===== src/next186_cfg.svh =====
// build constants; the BIOS buffer depth must stay 64 because the ioctl byte index is 7 bits
`ifndef NEXT186_CFG_SVH
`define NEXT186_CFG_SVH

// core clock in MHz
`define NEXT_CPU_MHZ 50

// FM synth enable, 3.58 MHz out of NEXT_CPU_MHZ * 100
`define NEXT_OPL2_INC 358

// audio sample enable, counted against NEXT_CPU_MHZ * 1e6
`define NEXT_AUDIO_RATE 44100

// words held by the BIOS download buffer
`define NEXT_BIOS_DEPTH 64

// words the consumer can take after reset
`define NEXT_BIOS_CREDITS 4

`endif


===== src/setup_pkg.sv =====
// settings, decoded setup and joystick types; only status bits 0, 2..6 and 8 carry meaning
`default_nettype none

package setup_pkg;

	// user settings word as sent by the OSD
	typedef struct packed {
		logic [6:0] rsvd_hi;
		logic       joy_swap;
		logic       rsvd_7;
		logic [1:0] isa_wait;
		logic [2:0] speed;
		logic       rsvd_1;
		logic       reset_req;
	} status_t;

	// decoded setup handed to the core
	typedef struct packed {
		logic [4:0] cpu_speed;
		logic [7:0] wait_states;
		logic       joy_swap;
	} setup_t;

	// two joysticks, buttons active high
	// an fields carry signed X in the high byte, signed Y in the low byte
	typedef struct packed {
		logic [3:0]  btn0;
		logic [3:0]  btn1;
		logic [15:0] an0;
		logic [15:0] an1;
	} joy_in_t;

endpackage

`default_nettype wire


===== src/xfer_pkg.sv =====
// BIOS transfer types; the byte index covers one 128-byte buffer pass and wraps after it
`default_nettype none

package xfer_pkg;

	// byte stream from the download controller
	typedef struct packed {
		logic       download;
		logic       wr;
		logic [6:0] addr;
		logic [7:0] data;
	} ioctl_t;

	// odd address byte high, even address byte low
	typedef struct packed {
		logic [7:0] hi;
		logic [7:0] lo;
	} bios_bytes_t;

	// one BIOS word, summed as a word and assembled as bytes
	typedef union packed {
		logic [15:0] word;
		bios_bytes_t bytes;
	} bios_word_u;

	// word toward the core, valid for one cycle per word
	typedef struct packed {
		logic       valid;
		logic [13:0] addr;
		bios_word_u data;
	} bios_out_t;

endpackage

`default_nettype wire


===== src/setup_ctrl.sv =====
// settings decode and core reset; reset stays asserted until the BIOS has been loaded once
`timescale 1ns/1ps
`default_nettype none

module setup_ctrl
	import setup_pkg::*;
(
	input  wire     clk_cpu,
	input  wire     reset_i,
	input  status_t status_i,
	input  wire     loaded_i,
	output setup_t  setup_o,
	output logic    sys_reset_o
);

	setup_t setup_d;

	always_comb begin
		setup_d.joy_swap = status_i.joy_swap;

		// divider minus one, so /2 gives 1 and /32 gives 31
		case (status_i.speed)
			3'd1: setup_d.cpu_speed = 5'd1;
			3'd2: setup_d.cpu_speed = 5'd2;
			3'd3: setup_d.cpu_speed = 5'd3;
			3'd4: setup_d.cpu_speed = 5'd7;
			3'd5: setup_d.cpu_speed = 5'd15;
			3'd6: setup_d.cpu_speed = 5'd31;
			default: setup_d.cpu_speed = 5'd0;
		endcase

		// ISA wait in cpu cycles, roughly 1 to 4 us
		case (status_i.isa_wait)
			2'd0: setup_d.wait_states = 8'd50;
			2'd1: setup_d.wait_states = 8'd100;
			2'd2: setup_d.wait_states = 8'd166;
			default: setup_d.wait_states = 8'd200;
		endcase
	end

	always_ff @(posedge clk_cpu) begin
		if (reset_i) begin
			setup_o <= '{cpu_speed: 5'd0, wait_states: 8'd50, joy_swap: 1'b0};
		end else begin
			setup_o <= setup_d;
		end
	end

	// core held in reset until the BIOS is in place
	always_ff @(posedge clk_cpu) begin
		sys_reset_o <= reset_i | status_i.reset_req | ~loaded_i;
	end

endmodule

`default_nettype wire


===== src/bios_loader.sv =====
// BIOS byte-to-word buffer; the source must not run more than 64 words ahead, overrun is not caught
`timescale 1ns/1ps
`default_nettype none

`include "next186_cfg.svh"

module bios_loader
	import xfer_pkg::*;
(
	input  wire         clk_cpu,
	input  wire         reset_i,
	input  ioctl_t      ioctl_i,
	input  wire         bios_credit_i,
	output bios_out_t   bios_o,
	output logic [15:0] bios_checksum_o,
	output logic        loaded_o
);

	localparam int AW = $clog2(`NEXT_BIOS_DEPTH);
	localparam int PW = AW + 1;
	localparam int CW = $clog2(`NEXT_BIOS_CREDITS + 1);

	bios_word_u  mem [`NEXT_BIOS_DEPTH];
	bios_word_u  wr_word;
	logic [7:0]  lo_byte;
	logic        dl_q;
	logic [PW-1:0] wr_ptr;
	logic [13:0] word_addr;
	logic [CW-1:0] credits;
	logic        dl_rise;
	logic        dl_fall;
	logic        even_wr;
	logic        odd_wr;
	logic        send;

	assign dl_rise = ioctl_i.download & ~dl_q;
	assign dl_fall = ~ioctl_i.download & dl_q;
	assign even_wr = ioctl_i.download & ioctl_i.wr & ~ioctl_i.addr[0];
	assign odd_wr  = ioctl_i.download & ioctl_i.wr & ioctl_i.addr[0];

	// read pointer is the low part of the word address
	assign send = ~dl_rise & (wr_ptr != word_addr[PW-1:0]) & (credits != '0);

	always_comb begin
		wr_word.bytes.hi = ioctl_i.data;
		wr_word.bytes.lo = lo_byte;
	end

	always_ff @(posedge clk_cpu) begin
		if (reset_i) begin
			dl_q            <= 1'b0;
			wr_ptr          <= '0;
			word_addr       <= '0;
			credits         <= CW'(`NEXT_BIOS_CREDITS);
			bios_o.valid    <= 1'b0;
			bios_checksum_o <= '0;
			loaded_o        <= 1'b0;
		end else begin
			dl_q         <= ioctl_i.download;
			bios_o.valid <= send;
			wr_ptr       <= (dl_rise ? '0 : wr_ptr) + PW'(odd_wr);

			if (dl_rise) begin
				word_addr <= '0;
			end else if (send) begin
				word_addr <= word_addr + 14'd1;
			end

			// return and send together leave the count alone
			if (bios_credit_i & ~send) begin
				credits <= credits + 1'b1;
			end else if (send & ~bios_credit_i) begin
				credits <= credits - 1'b1;
			end

			if (dl_rise) begin
				bios_checksum_o <= '0;
			end else if (bios_o.valid) begin
				bios_checksum_o <= bios_checksum_o + bios_o.data.word;
			end

			if (dl_fall) begin
				loaded_o <= 1'b1;
			end
		end
	end

	// buffer and outgoing word
	always_ff @(posedge clk_cpu) begin
		if (even_wr) begin
			lo_byte <= ioctl_i.data;
		end
		if (odd_wr) begin
			mem[ioctl_i.addr[AW:1]] <= wr_word;
		end
		if (send) begin
			bios_o.addr <= word_addr;
			bios_o.data <= mem[word_addr[AW-1:0]];
		end
	end

endmodule

`default_nettype wire


===== src/game_port.sv =====
// game port at 201h; only buttons 0 and 1 of each stick reach the port, the rest are ignored
`timescale 1ns/1ps
`default_nettype none

module game_port
	import setup_pkg::*;
(
	input  wire        clk_cpu,
	input  wire        reset_i,
	input  setup_t     setup_i,
	input  joy_in_t    joy_i,
	input  wire        joy_wr_i,
	output logic [7:0] gpio_o
);

	logic [8:0]  div_cnt;
	logic        tick;
	logic [7:0]  axis_cnt;
	logic [3:0]  axis_q;
	logic [3:0]  btn_q;
	logic [15:0] joy_a;
	logic [15:0] joy_b;
	logic [7:0]  axis_off [4];

	// one tick every (cpu_speed + 1) * 16 cycles
	assign tick = div_cnt >= {setup_i.cpu_speed, 4'hF};

	assign joy_a = setup_i.joy_swap ? joy_i.an1 : joy_i.an0;
	assign joy_b = setup_i.joy_swap ? joy_i.an0 : joy_i.an1;

	// signed axis to unsigned timer count
	always_comb begin
		axis_off[0] = joy_b[15:8] ^ 8'h80;
		axis_off[1] = joy_b[7:0] ^ 8'h80;
		axis_off[2] = joy_a[15:8] ^ 8'h80;
		axis_off[3] = joy_a[7:0] ^ 8'h80;
	end

	always_ff @(posedge clk_cpu) begin
		if (reset_i) begin
			div_cnt  <= '0;
			axis_cnt <= 8'hFF;
			axis_q   <= '0;
		end else if (joy_wr_i) begin
			// port write fires the one-shots
			div_cnt  <= '0;
			axis_cnt <= '0;
			axis_q   <= 4'hF;
		end else begin
			div_cnt <= tick ? '0 : div_cnt + 9'd1;
			if (axis_cnt != 8'hFF) begin
				for (int k = 0; k < 4; k++) begin
					if (axis_cnt == axis_off[k]) begin
						axis_q[k] <= 1'b0;
					end
				end
				if (tick) begin
					axis_cnt <= axis_cnt + 8'd1;
				end
			end else begin
				// timeout, every axis ends
				axis_q <= '0;
			end
		end
	end

	// buttons read back inverted
	always_ff @(posedge clk_cpu) begin
		if (setup_i.joy_swap) begin
			btn_q <= ~{joy_i.btn1[1:0], joy_i.btn0[1:0]};
		end else begin
			btn_q <= ~{joy_i.btn0[1:0], joy_i.btn1[1:0]};
		end
	end

	assign gpio_o = {btn_q, axis_q};

endmodule

`default_nettype wire


===== src/cen_gen.sv =====
// fractional clock enable, INC pulses per MOD cycles; INC must be below MOD
`timescale 1ns/1ps
`default_nettype none

module cen_gen #(
	parameter int unsigned INC = 1,
	parameter int unsigned MOD = 2
) (
	input  wire  clk_cpu,
	input  wire  reset_i,
	output logic cen_o
);

	// room for one overshoot past MOD
	localparam int AW = $clog2(2 * MOD);

	logic [AW-1:0] acc;
	logic [AW-1:0] acc_sum;

	assign acc_sum = acc + AW'(INC);

	always_ff @(posedge clk_cpu) begin
		if (reset_i) begin
			acc   <= '0;
			cen_o <= 1'b0;
		end else if (acc_sum >= AW'(MOD)) begin
			// keep the remainder so the rate does not drift
			acc   <= acc_sum - AW'(MOD);
			cen_o <= 1'b1;
		end else begin
			acc   <= acc_sum;
			cen_o <= 1'b0;
		end
	end

endmodule

`default_nettype wire


===== src/next186_glue.sv =====
// board glue on one clock; BIOS words leave under credits, the ioctl write strobe has no stall
`timescale 1ns/1ps
`default_nettype none

`include "next186_cfg.svh"

module next186_glue
	import setup_pkg::*;
	import xfer_pkg::*;
(
	input  wire         clk_cpu,
	input  wire         reset_i,
	input  status_t     status_i,
	input  ioctl_t      ioctl_i,
	input  wire         bios_credit_i,
	input  joy_in_t     joy_i,
	input  wire         joy_wr_i,
	output setup_t      setup_o,
	output logic        sys_reset_o,
	output bios_out_t   bios_o,
	output logic [15:0] bios_checksum_o,
	output logic [7:0]  gpio_o,
	output logic        cen_opl2_o,
	output logic        cen_audio_o
);

	logic bios_loaded;

	setup_ctrl u_setup_ctrl (
		.clk_cpu     (clk_cpu),
		.reset_i     (reset_i),
		.status_i    (status_i),
		.loaded_i    (bios_loaded),
		.setup_o     (setup_o),
		.sys_reset_o (sys_reset_o)
	);

	bios_loader u_bios_loader (
		.clk_cpu         (clk_cpu),
		.reset_i         (reset_i),
		.ioctl_i         (ioctl_i),
		.bios_credit_i   (bios_credit_i),
		.bios_o          (bios_o),
		.bios_checksum_o (bios_checksum_o),
		.loaded_o        (bios_loaded)
	);

	game_port u_game_port (
		.clk_cpu  (clk_cpu),
		.reset_i  (reset_i),
		.setup_i  (setup_o),
		.joy_i    (joy_i),
		.joy_wr_i (joy_wr_i),
		.gpio_o   (gpio_o)
	);

	// 3.58 MHz FM synth enable
	cen_gen #(
		.INC (`NEXT_OPL2_INC),
		.MOD (`NEXT_CPU_MHZ * 100)
	) u_cen_opl2 (
		.clk_cpu (clk_cpu),
		.reset_i (reset_i),
		.cen_o   (cen_opl2_o)
	);

	// 44.1 kHz sample enable
	cen_gen #(
		.INC (`NEXT_AUDIO_RATE),
		.MOD (`NEXT_CPU_MHZ * 1000000)
	) u_cen_audio (
		.clk_cpu (clk_cpu),
		.reset_i (reset_i),
		.cen_o   (cen_audio_o)
	);

endmodule

`default_nettype wire


===== config.mk =====
export PLATFORM = sky130hd
export DESIGN_NAME = next186_glue
export DESIGN_NICKNAME = d
export VERILOG_FILES = /design/src/setup_pkg.sv /design/src/xfer_pkg.sv /design/src/setup_ctrl.sv /design/src/bios_loader.sv /design/src/game_port.sv /design/src/cen_gen.sv /design/src/next186_glue.sv
export VERILOG_INCLUDE_DIRS = /design/src /design/src/src
export SDC_FILE = /design/constraint.sdc
export NUM_CORES = 1
export LEC_CHECK = 0
export ABC_CLOCK_PERIOD_IN_PS = 4710
export BUFFER_PORTS_ARGS = -buffer_cell sky130_fd_sc_hd__buf_4
export CAP_MARGIN = 20
export CORE_ASPECT_RATIO = 0.8
export CORE_MARGIN = 2
export CORE_UTILIZATION = 50
export CTS_BUF_LIST = sky130_fd_sc_hd__clkbuf_2
export DETAILED_ROUTE_END_ITERATION = 12
export PLACE_DENSITY_LB_ADDON = 0.05
export SLEW_MARGIN = 20
export SYNTH_ARGS = -nofsm -noshare
export SYNTH_HDL_FRONTEND = slang
export SYNTH_SLANG_ARGS = --single-unit
export TNS_END_PERCENT = 10

===== constraint.sdc =====
create_clock -name clk_cpu -period 4.71 [get_ports clk_cpu]
set_clock_uncertainty 0.1 [all_clocks]
set_input_delay 0.942 -clock clk_cpu [delete_from_list [all_inputs] [get_ports clk_cpu]]
set_output_delay 0.942 -clock clk_cpu [all_outputs]
set_load 0.005 [all_outputs]

==> reports/qor.yml, run 1 <==
syn2layout_area_growth_pct: 13.1
vdd_drop_max_uv: 276
n_fill_cell: 7273
path_delay_family: "compound AO/OA/AOI/OAI gates"
io_pins: 149
core_um2: 94700
cts.sinks: 1184
antenna_found_initial: 11
slowest_stage: "dfxtp_1"
max-slew-margin-rel_pct: 27.3
dieWidth_um: 349
gp_congestion: 0.831
dr.pass1.iters: 7
ys.flop_type: "edfxtp_1"
start_util_pct: 50.3
holdWs_ns: 0.196
slowest_delay_ns: 0.52
synth_top_area_cell: "edfxtp_1"
layout_min_cycle_time_ns: 3.97
critPathBufInv: 0
totalNegativeSetupSlack_ns: 0
dpl.hpwl_mm: 68.4
routed_wl_mm: 115
track_usage_pct: 24.0
die_h_um: 280
hold_viol_final: 0
grt_pass1_vias: 25800
synth-seq-area-share_pct: 72.2
worstPathRequired_ns: 5.85
fmax_mhz: 252
drv_slew: 0
rsz0062_at_grt: "false"
power.leakage_nw: 17.5
syn_inst: 2448
grt_pass1_wl_mm: 168
layout-drive-gt1-share_pct: 35.2
yosysWarnings: 0
crit_arrival_ns: 5.11
cpMostUsedCell: "o2111ai_1"
start_kind: "flop"
drv_cap: 0
overflow: 0
syn_avg_cell_area_um2: 19.4
clk_pin_slew_ns: 0.10
cts_buffers: 303
hold_path_class: "input pin to flop"
clkLatencyLatePin_ns: 1.42
synth.distinct_cells: 71
drc_errors: 0
finalSetupViolations: 0
endpoint_kind: "flop"
crit_type: "flop to flop"
synth_seq_cells: 1184
cp_cell_sequence: "ha_1, a31oi_1, nor3_1, o2111ai_1, xor2_1, or3_4, nor3_4, a31o_2, o2111ai_1, a32oi_1, mux2_1"
wl_per_cell_um: 26.6
synthesis.nets: 2563
async_reset_ff_share_pct: 0
status: "finished clean"
final_common_cell: "edfxtp_1"
ant_nets: 0
synthTopCellsByArea: "edfxtp_1 67%, mux4_2 16%, dfxtp_1 5.1%"
final_nets: 3032
post-route-period-util_pct: 84.2
worstMarginPinSlew_ns: 1.09
synth_top_area_share_pct: 67.0
powerDensity_nw_per_um2: 367
grt_max_degree: 119
cts-root-buf: "clkbuf_2"
htree_levels: 5
layout_common_cells: "1062 x edfxtp_1, 421 x clkbuf_2, 336 x mux4_2"
clockBufferDepth: 4
vias: 25200
cts_tree: "yes"
syn-cell-area_um2: 47600
drt_iter0_markers: 2253
crit_fanout: 15
finalPower_mw: 19.8
synth-edff-count: 1062
rows: 101
via_per_inst: 5.81
portBuffers: 134
cts-resized-gates: 0
dieArea_um2: 97600
-- synthesized netlist by cell type, types with 3 or more instances --
| cell type | number |
|---|---|
| or2_2 | 4 |
| xor2_1 | 52 |
| o21ai_0 | 20 |
| and2_1 | 10 |
| xnor2_1 | 82 |
| dfxtp_1 | 122 |
| nand3b_1 | 5 |
| mux4_2 | 336 |
| clkbuf_1 | 93 |
| a31oi_1 | 12 |
| a21boi_0 | 4 |
| a211oi_1 | 6 |
| o2111ai_1 | 4 |
| nand2b_1 | 10 |
| nand4_1 | 14 |
| or3_1 | 7 |
| buf_1 | 24 |
| nor3_1 | 21 |
| ha_1 | 36 |
| o211ai_1 | 7 |
| nor2_1 | 184 |
| a21oi_1 | 26 |
| o21ai_1 | 5 |
| nor4_1 | 12 |
| a31o_2 | 4 |
| buf_2 | 9 |
| a21o_1 | 4 |
| o21bai_1 | 8 |
| and3_1 | 8 |
| nand2_1 | 62 |
| edfxtp_1 | 1062 |
| mux2i_1 | 53 |
| inv_1 | 34 |
| nor3b_1 | 4 |
| or3b_2 | 3 |
| nor2b_1 | 19 |
| o21a_1 | 9 |
| nand3_1 | 32 |
-- worst min-delay path: stages --
cell     delay (ns)
buf_4          0.16
nor2_1         0.08
nand2_1        0.06
buf_4          0.19
nor2_2         0.12
-- metrics by stage --
stage	area (um2)	std cells	utilization, %	setup WS, ns
global placement	50600	3789	53.4	0.969
floorplan	47600	2448	-	1.04
CTS	53800	4334	56.8	0.767
detailed placement	50600	3791	53.5	0.901
finish	53800	4344	56.9	0.744
global route	53800	4338	56.8	0.436
-- cells by family (layout without fill, tap and decap cells) --
kind of cell	Yosys count	count (layout)	share of synthesized area, %
compound gates	133	133	1.93
flops	1184	1184	72.2
fa+ha+maj	38	38	1.03
xor+xnor	134	134	2.47
mux	391	391	17.1
simple gates	406	406	4.01
other cells	1	11	0.00788
buf+inv	161	811	1.30
-- worst paths after layout --
check / from / end / slack [ns] / cells past startpoint
hold reg to reg: u_bios_loader.word_addr[13] / u_bios_loader.bios_o[29] / 0.37 / 0
setup / recovery: u_cen_audio.acc[2] / u_cen_audio.acc[11] / 0.74 / 11
hold / removal: ioctl_i[11] / u_bios_loader.mem[33][0] / 0.20 / 5
setup reg to reg: u_cen_audio.acc[2] / u_cen_audio.acc[11] / 0.74 / 11
-- area by class of cell --
| class | count | area [um2] | share of cell area, % |
|---|---|---|---|
| inverters | 34 | 128 | 0.237 |
| multi-input cells | 1103 | 12700 | 23.7 |
| diodes | 10 | 25.0 | 0.0465 |
| clock buffers | 421 | 2110 | 3.92 |
| clock inverters | 65 | 487 | 0.904 |
| repair buffers | 291 | 2430 | 4.51 |
| flip-flops and latches | 1184 | 34400 | 63.8 |
| well taps | 1236 | 1550 | 2.87 |
-- where the power goes --
| group | internal, mW | switching (mW) |
|---|---|---|
| Combinational | 0.582 | 0.683 |
| Sequential | 11.5 | 0.134 |
| Clock | 2.86 | 4.00 |
| Total | 14.9 | 4.82 |
-- sequential cells by signal, indices dropped and copies added, names as in the netlist --
register                       flops
u_bios_loader.word_addr           14
u_bios_loader.dl_q                 1
u_game_port.div_cnt                9
u_setup_ctrl.setup_o              13
u_cen_audio.acc                   25
u_bios_loader.loaded_o             1
u_bios_loader.mem               1024
u_bios_loader.bios_o              31
u_cen_opl2.acc                    13
u_cen_audio.cen_o                  1
u_bios_loader.wr_ptr               7
u_setup_ctrl.sys_reset_o           1
u_game_port.axis_q                 4
u_bios_loader.credits              3
u_game_port.btn_q                  4
u_bios_loader.bios_checksum_o     16
u_game_port.axis_cnt               8
u_bios_loader.lo_byte              8
u_cen_opl2.cen_o                   1
-- layer usage --
layer	wire (um)	GRT usage (%)	vias up
met2	54400	36.9	891
met3	9260	5.46	163
met1	49900	34.7	13200
met5	22	0	-
met4	1880	7.00	4
li1	-	-	11000
-- what timing repair did --
action	CTS	global route
hold buffers	57	0
buffers inserted	0	0
endpoints found under the hold margin	628	0
(Power assumes the default switching activity.)
==> inputs of run 2 (changes only) <==
--- a/config.mk
+++ b/config.mk
@@ -6,7 +6,7 @@
 export SDC_FILE = /design/constraint.sdc
 export NUM_CORES = 1
 export LEC_CHECK = 0
-export ABC_CLOCK_PERIOD_IN_PS = 4710
+export ABC_CLOCK_PERIOD_IN_PS = 3400
 export BUFFER_PORTS_ARGS = -buffer_cell sky130_fd_sc_hd__buf_4
 export CAP_MARGIN = 20
 export CORE_ASPECT_RATIO = 0.8
==> constraint.sdc (replaced) <==
create_clock -name clk_cpu -period 3.4 [get_ports clk_cpu]
set_clock_uncertainty 0.1 [all_clocks]
set_input_delay 0.68 -clock clk_cpu [delete_from_list [all_inputs] [get_ports clk_cpu]]
set_output_delay 0.68 -clock clk_cpu [all_outputs]
set_load 0.005 [all_outputs]
==> reports/qor.yml, run 2 (synthesis results as in run 1) <==
drc_errors: 0
portBuffers: 134
endpoint_kind: "flop"
dr.pass1.iters: 5
grt_pass1_vias: 26900
vdd_drop_max_uv: 381
dpl.hpwl_mm: 69.2
cts-root-buf: "clkbuf_2"
crit_end: "u_game_port.axis_q[2]"
finalPower_mw: 26.9
start_util_pct: 50.3
final_nets: 3161
status: "finished clean"
worstPathRequired_ns: 4.70
worstMarginPinSlew_ns: 1.10
overflow: 0
rows: 101
crit_type: "flop to flop"
cts.sinks: 1184
fmax_mhz: 305
cts_tree: "yes"
via_per_inst: 5.82
grt_max_degree: 69
largest_reg_flops: 1024
wl_per_cell_um: 27.2
post-route-period-util_pct: 96.6
start_kind: "flop"
final_common_cell: "edfxtp_1"
reg2reg_to: "u_game_port.axis_q[2]"
met3_length_mm: 10.0
gp_congestion: 0.838
hold_viol_final: 0
clockBufferDepth: 4
routed_wl_mm: 122
crit_start: "u_setup_ctrl.setup_o[0]"
cts_buffers: 303
dieWidth_um: 349
layout_min_cycle_time_ns: 3.28
holdWs_ns: 0.211
crit_arrival_ns: 4.59
r2r_cells: 10
drv_slew: 0
worst-r2r-setup-slack_ns: 0.12
vias: 26000
layout-drive-gt1-share_pct: 35.8
max-slew-margin-rel_pct: 26.6
finalSetupViolations: 0
crit_fanout: 8
drt_iter0_markers: 2441
layout_common_cells: "1062 x edfxtp_1, 426 x clkbuf_2, 336 x mux4_2"
power.leakage_nw: 18.1
clk_pin_slew_ns: 0.09
htree_levels: 5
top_layer: "met5"
core_um2: 94700
clkLatencyLatePin_ns: 1.55
hold_path_class: "input pin to flop"
syn2layout_area_growth_pct: 16.0
ant_nets: 0
antenna_found_initial: 15
grt_pass1_wl_mm: 176
powerDensity_nw_per_um2: 488
track_usage_pct: 25.4
r2r_start: "u_setup_ctrl.setup_o[0]"
dieArea_um2: 97600
dr_wl_met2_mm: 57.6
wl_met1_mm: 51.8
io_pins: 149
drv_cap: 0
die_h_um: 280
## run 2: cell count changes in the layout (fill, tap and decap cells not counted), moves of 4 or more
cell	previous run	this run
buf_12	6	30
buf_8	0	6
dlygate4sd3_1	57	127
clkinv_1	46	50
buf_4	226	255
bufinv_16	9	0
clkbuf_2	421	426
## run 2: worst min-delay path by stage
stage	start	slack [ns]	to	cells past startpoint
global placement	u_bios_loader.loaded_o	0.27	u_setup_ctrl.sys_reset_o	1
finish	ioctl_i[3]	0.21	u_bios_loader.mem[63][11]	2
floorplan	u_bios_loader.loaded_o	0.26	u_setup_ctrl.sys_reset_o	1
global route	ioctl_i[3]	0.07	u_bios_loader.mem[50][11]	2
detailed placement	u_bios_loader.loaded_o	0.28	u_setup_ctrl.sys_reset_o	1
CTS	joy_i[31]	0.0007	u_game_port.axis_q[0]	8
## run 2: critical path, stage by stage (launching register included)
cell           delay, ns
dfxtp_4             0.39
buf_6               0.15
mux2i_1             0.18
dlygate4sd3_1       0.58
xnor2_1             0.06
nor4_1              0.27
dlygate4sd3_1       0.60
nand2_1             0.05
dlygate4sd3_1       0.55
a31oi_1             0.18
nor2_1              0.05
## run 2: per-layer routing
metal	vias up	global-route usage, %
met2	1047	39.2
met1	13600	35.9
li1	11200	-
met4	4	8.76
met3	165	5.99
met5	-	0
## run 2: final cells by class
class / count / area (um2)
diodes: 11 / 27.5
multi-input cells: 1103 / 12800
well taps: 1236 / 1550
clock buffers: 426 / 2130
inverters: 34 / 128
flip-flops and latches: 1184 / 34400
repair buffers: 420 / 3920
clock inverters: 60 / 231
fillers: 7232 / 39500
## run 2: through the flow
| step | TNS [ns] | setup WS (ns) | cell area, um2 | utilization, % | std cells |
|---|---|---|---|---|---|
| finish | 0 | 0.116 | 55200 | 58.3 | 4474 |
| global route | -0.00927 | -0.00927 | 55200 | 58.3 | 4471 |
| global placement | 0 | 0.108 | 51200 | 54.1 | 3838 |
| CTS | 0 | 0.0317 | 55000 | 58.1 | 4458 |
| detailed placement | 0 | 0.0294 | 51200 | 54.1 | 3839 |
| floorplan | -0.226 | -0.0322 | 47600 | - | 2448 |
## run 2: power breakdown
part           total (mW)  internal (mW)  switching [mW]
Combinational        1.99          0.951            1.04
Sequential           16.1           15.9           0.156
Clock                8.82           3.31            5.51
## run 2: timing repair
action	in CTS	in global routing
hold endpoints to repair	1704	0
gates resized for setup	2	16
pin swaps	0	1
setup endpoints to repair	2	14
buffers inserted	1	2
hold buffers	132	0
cloned	0	0
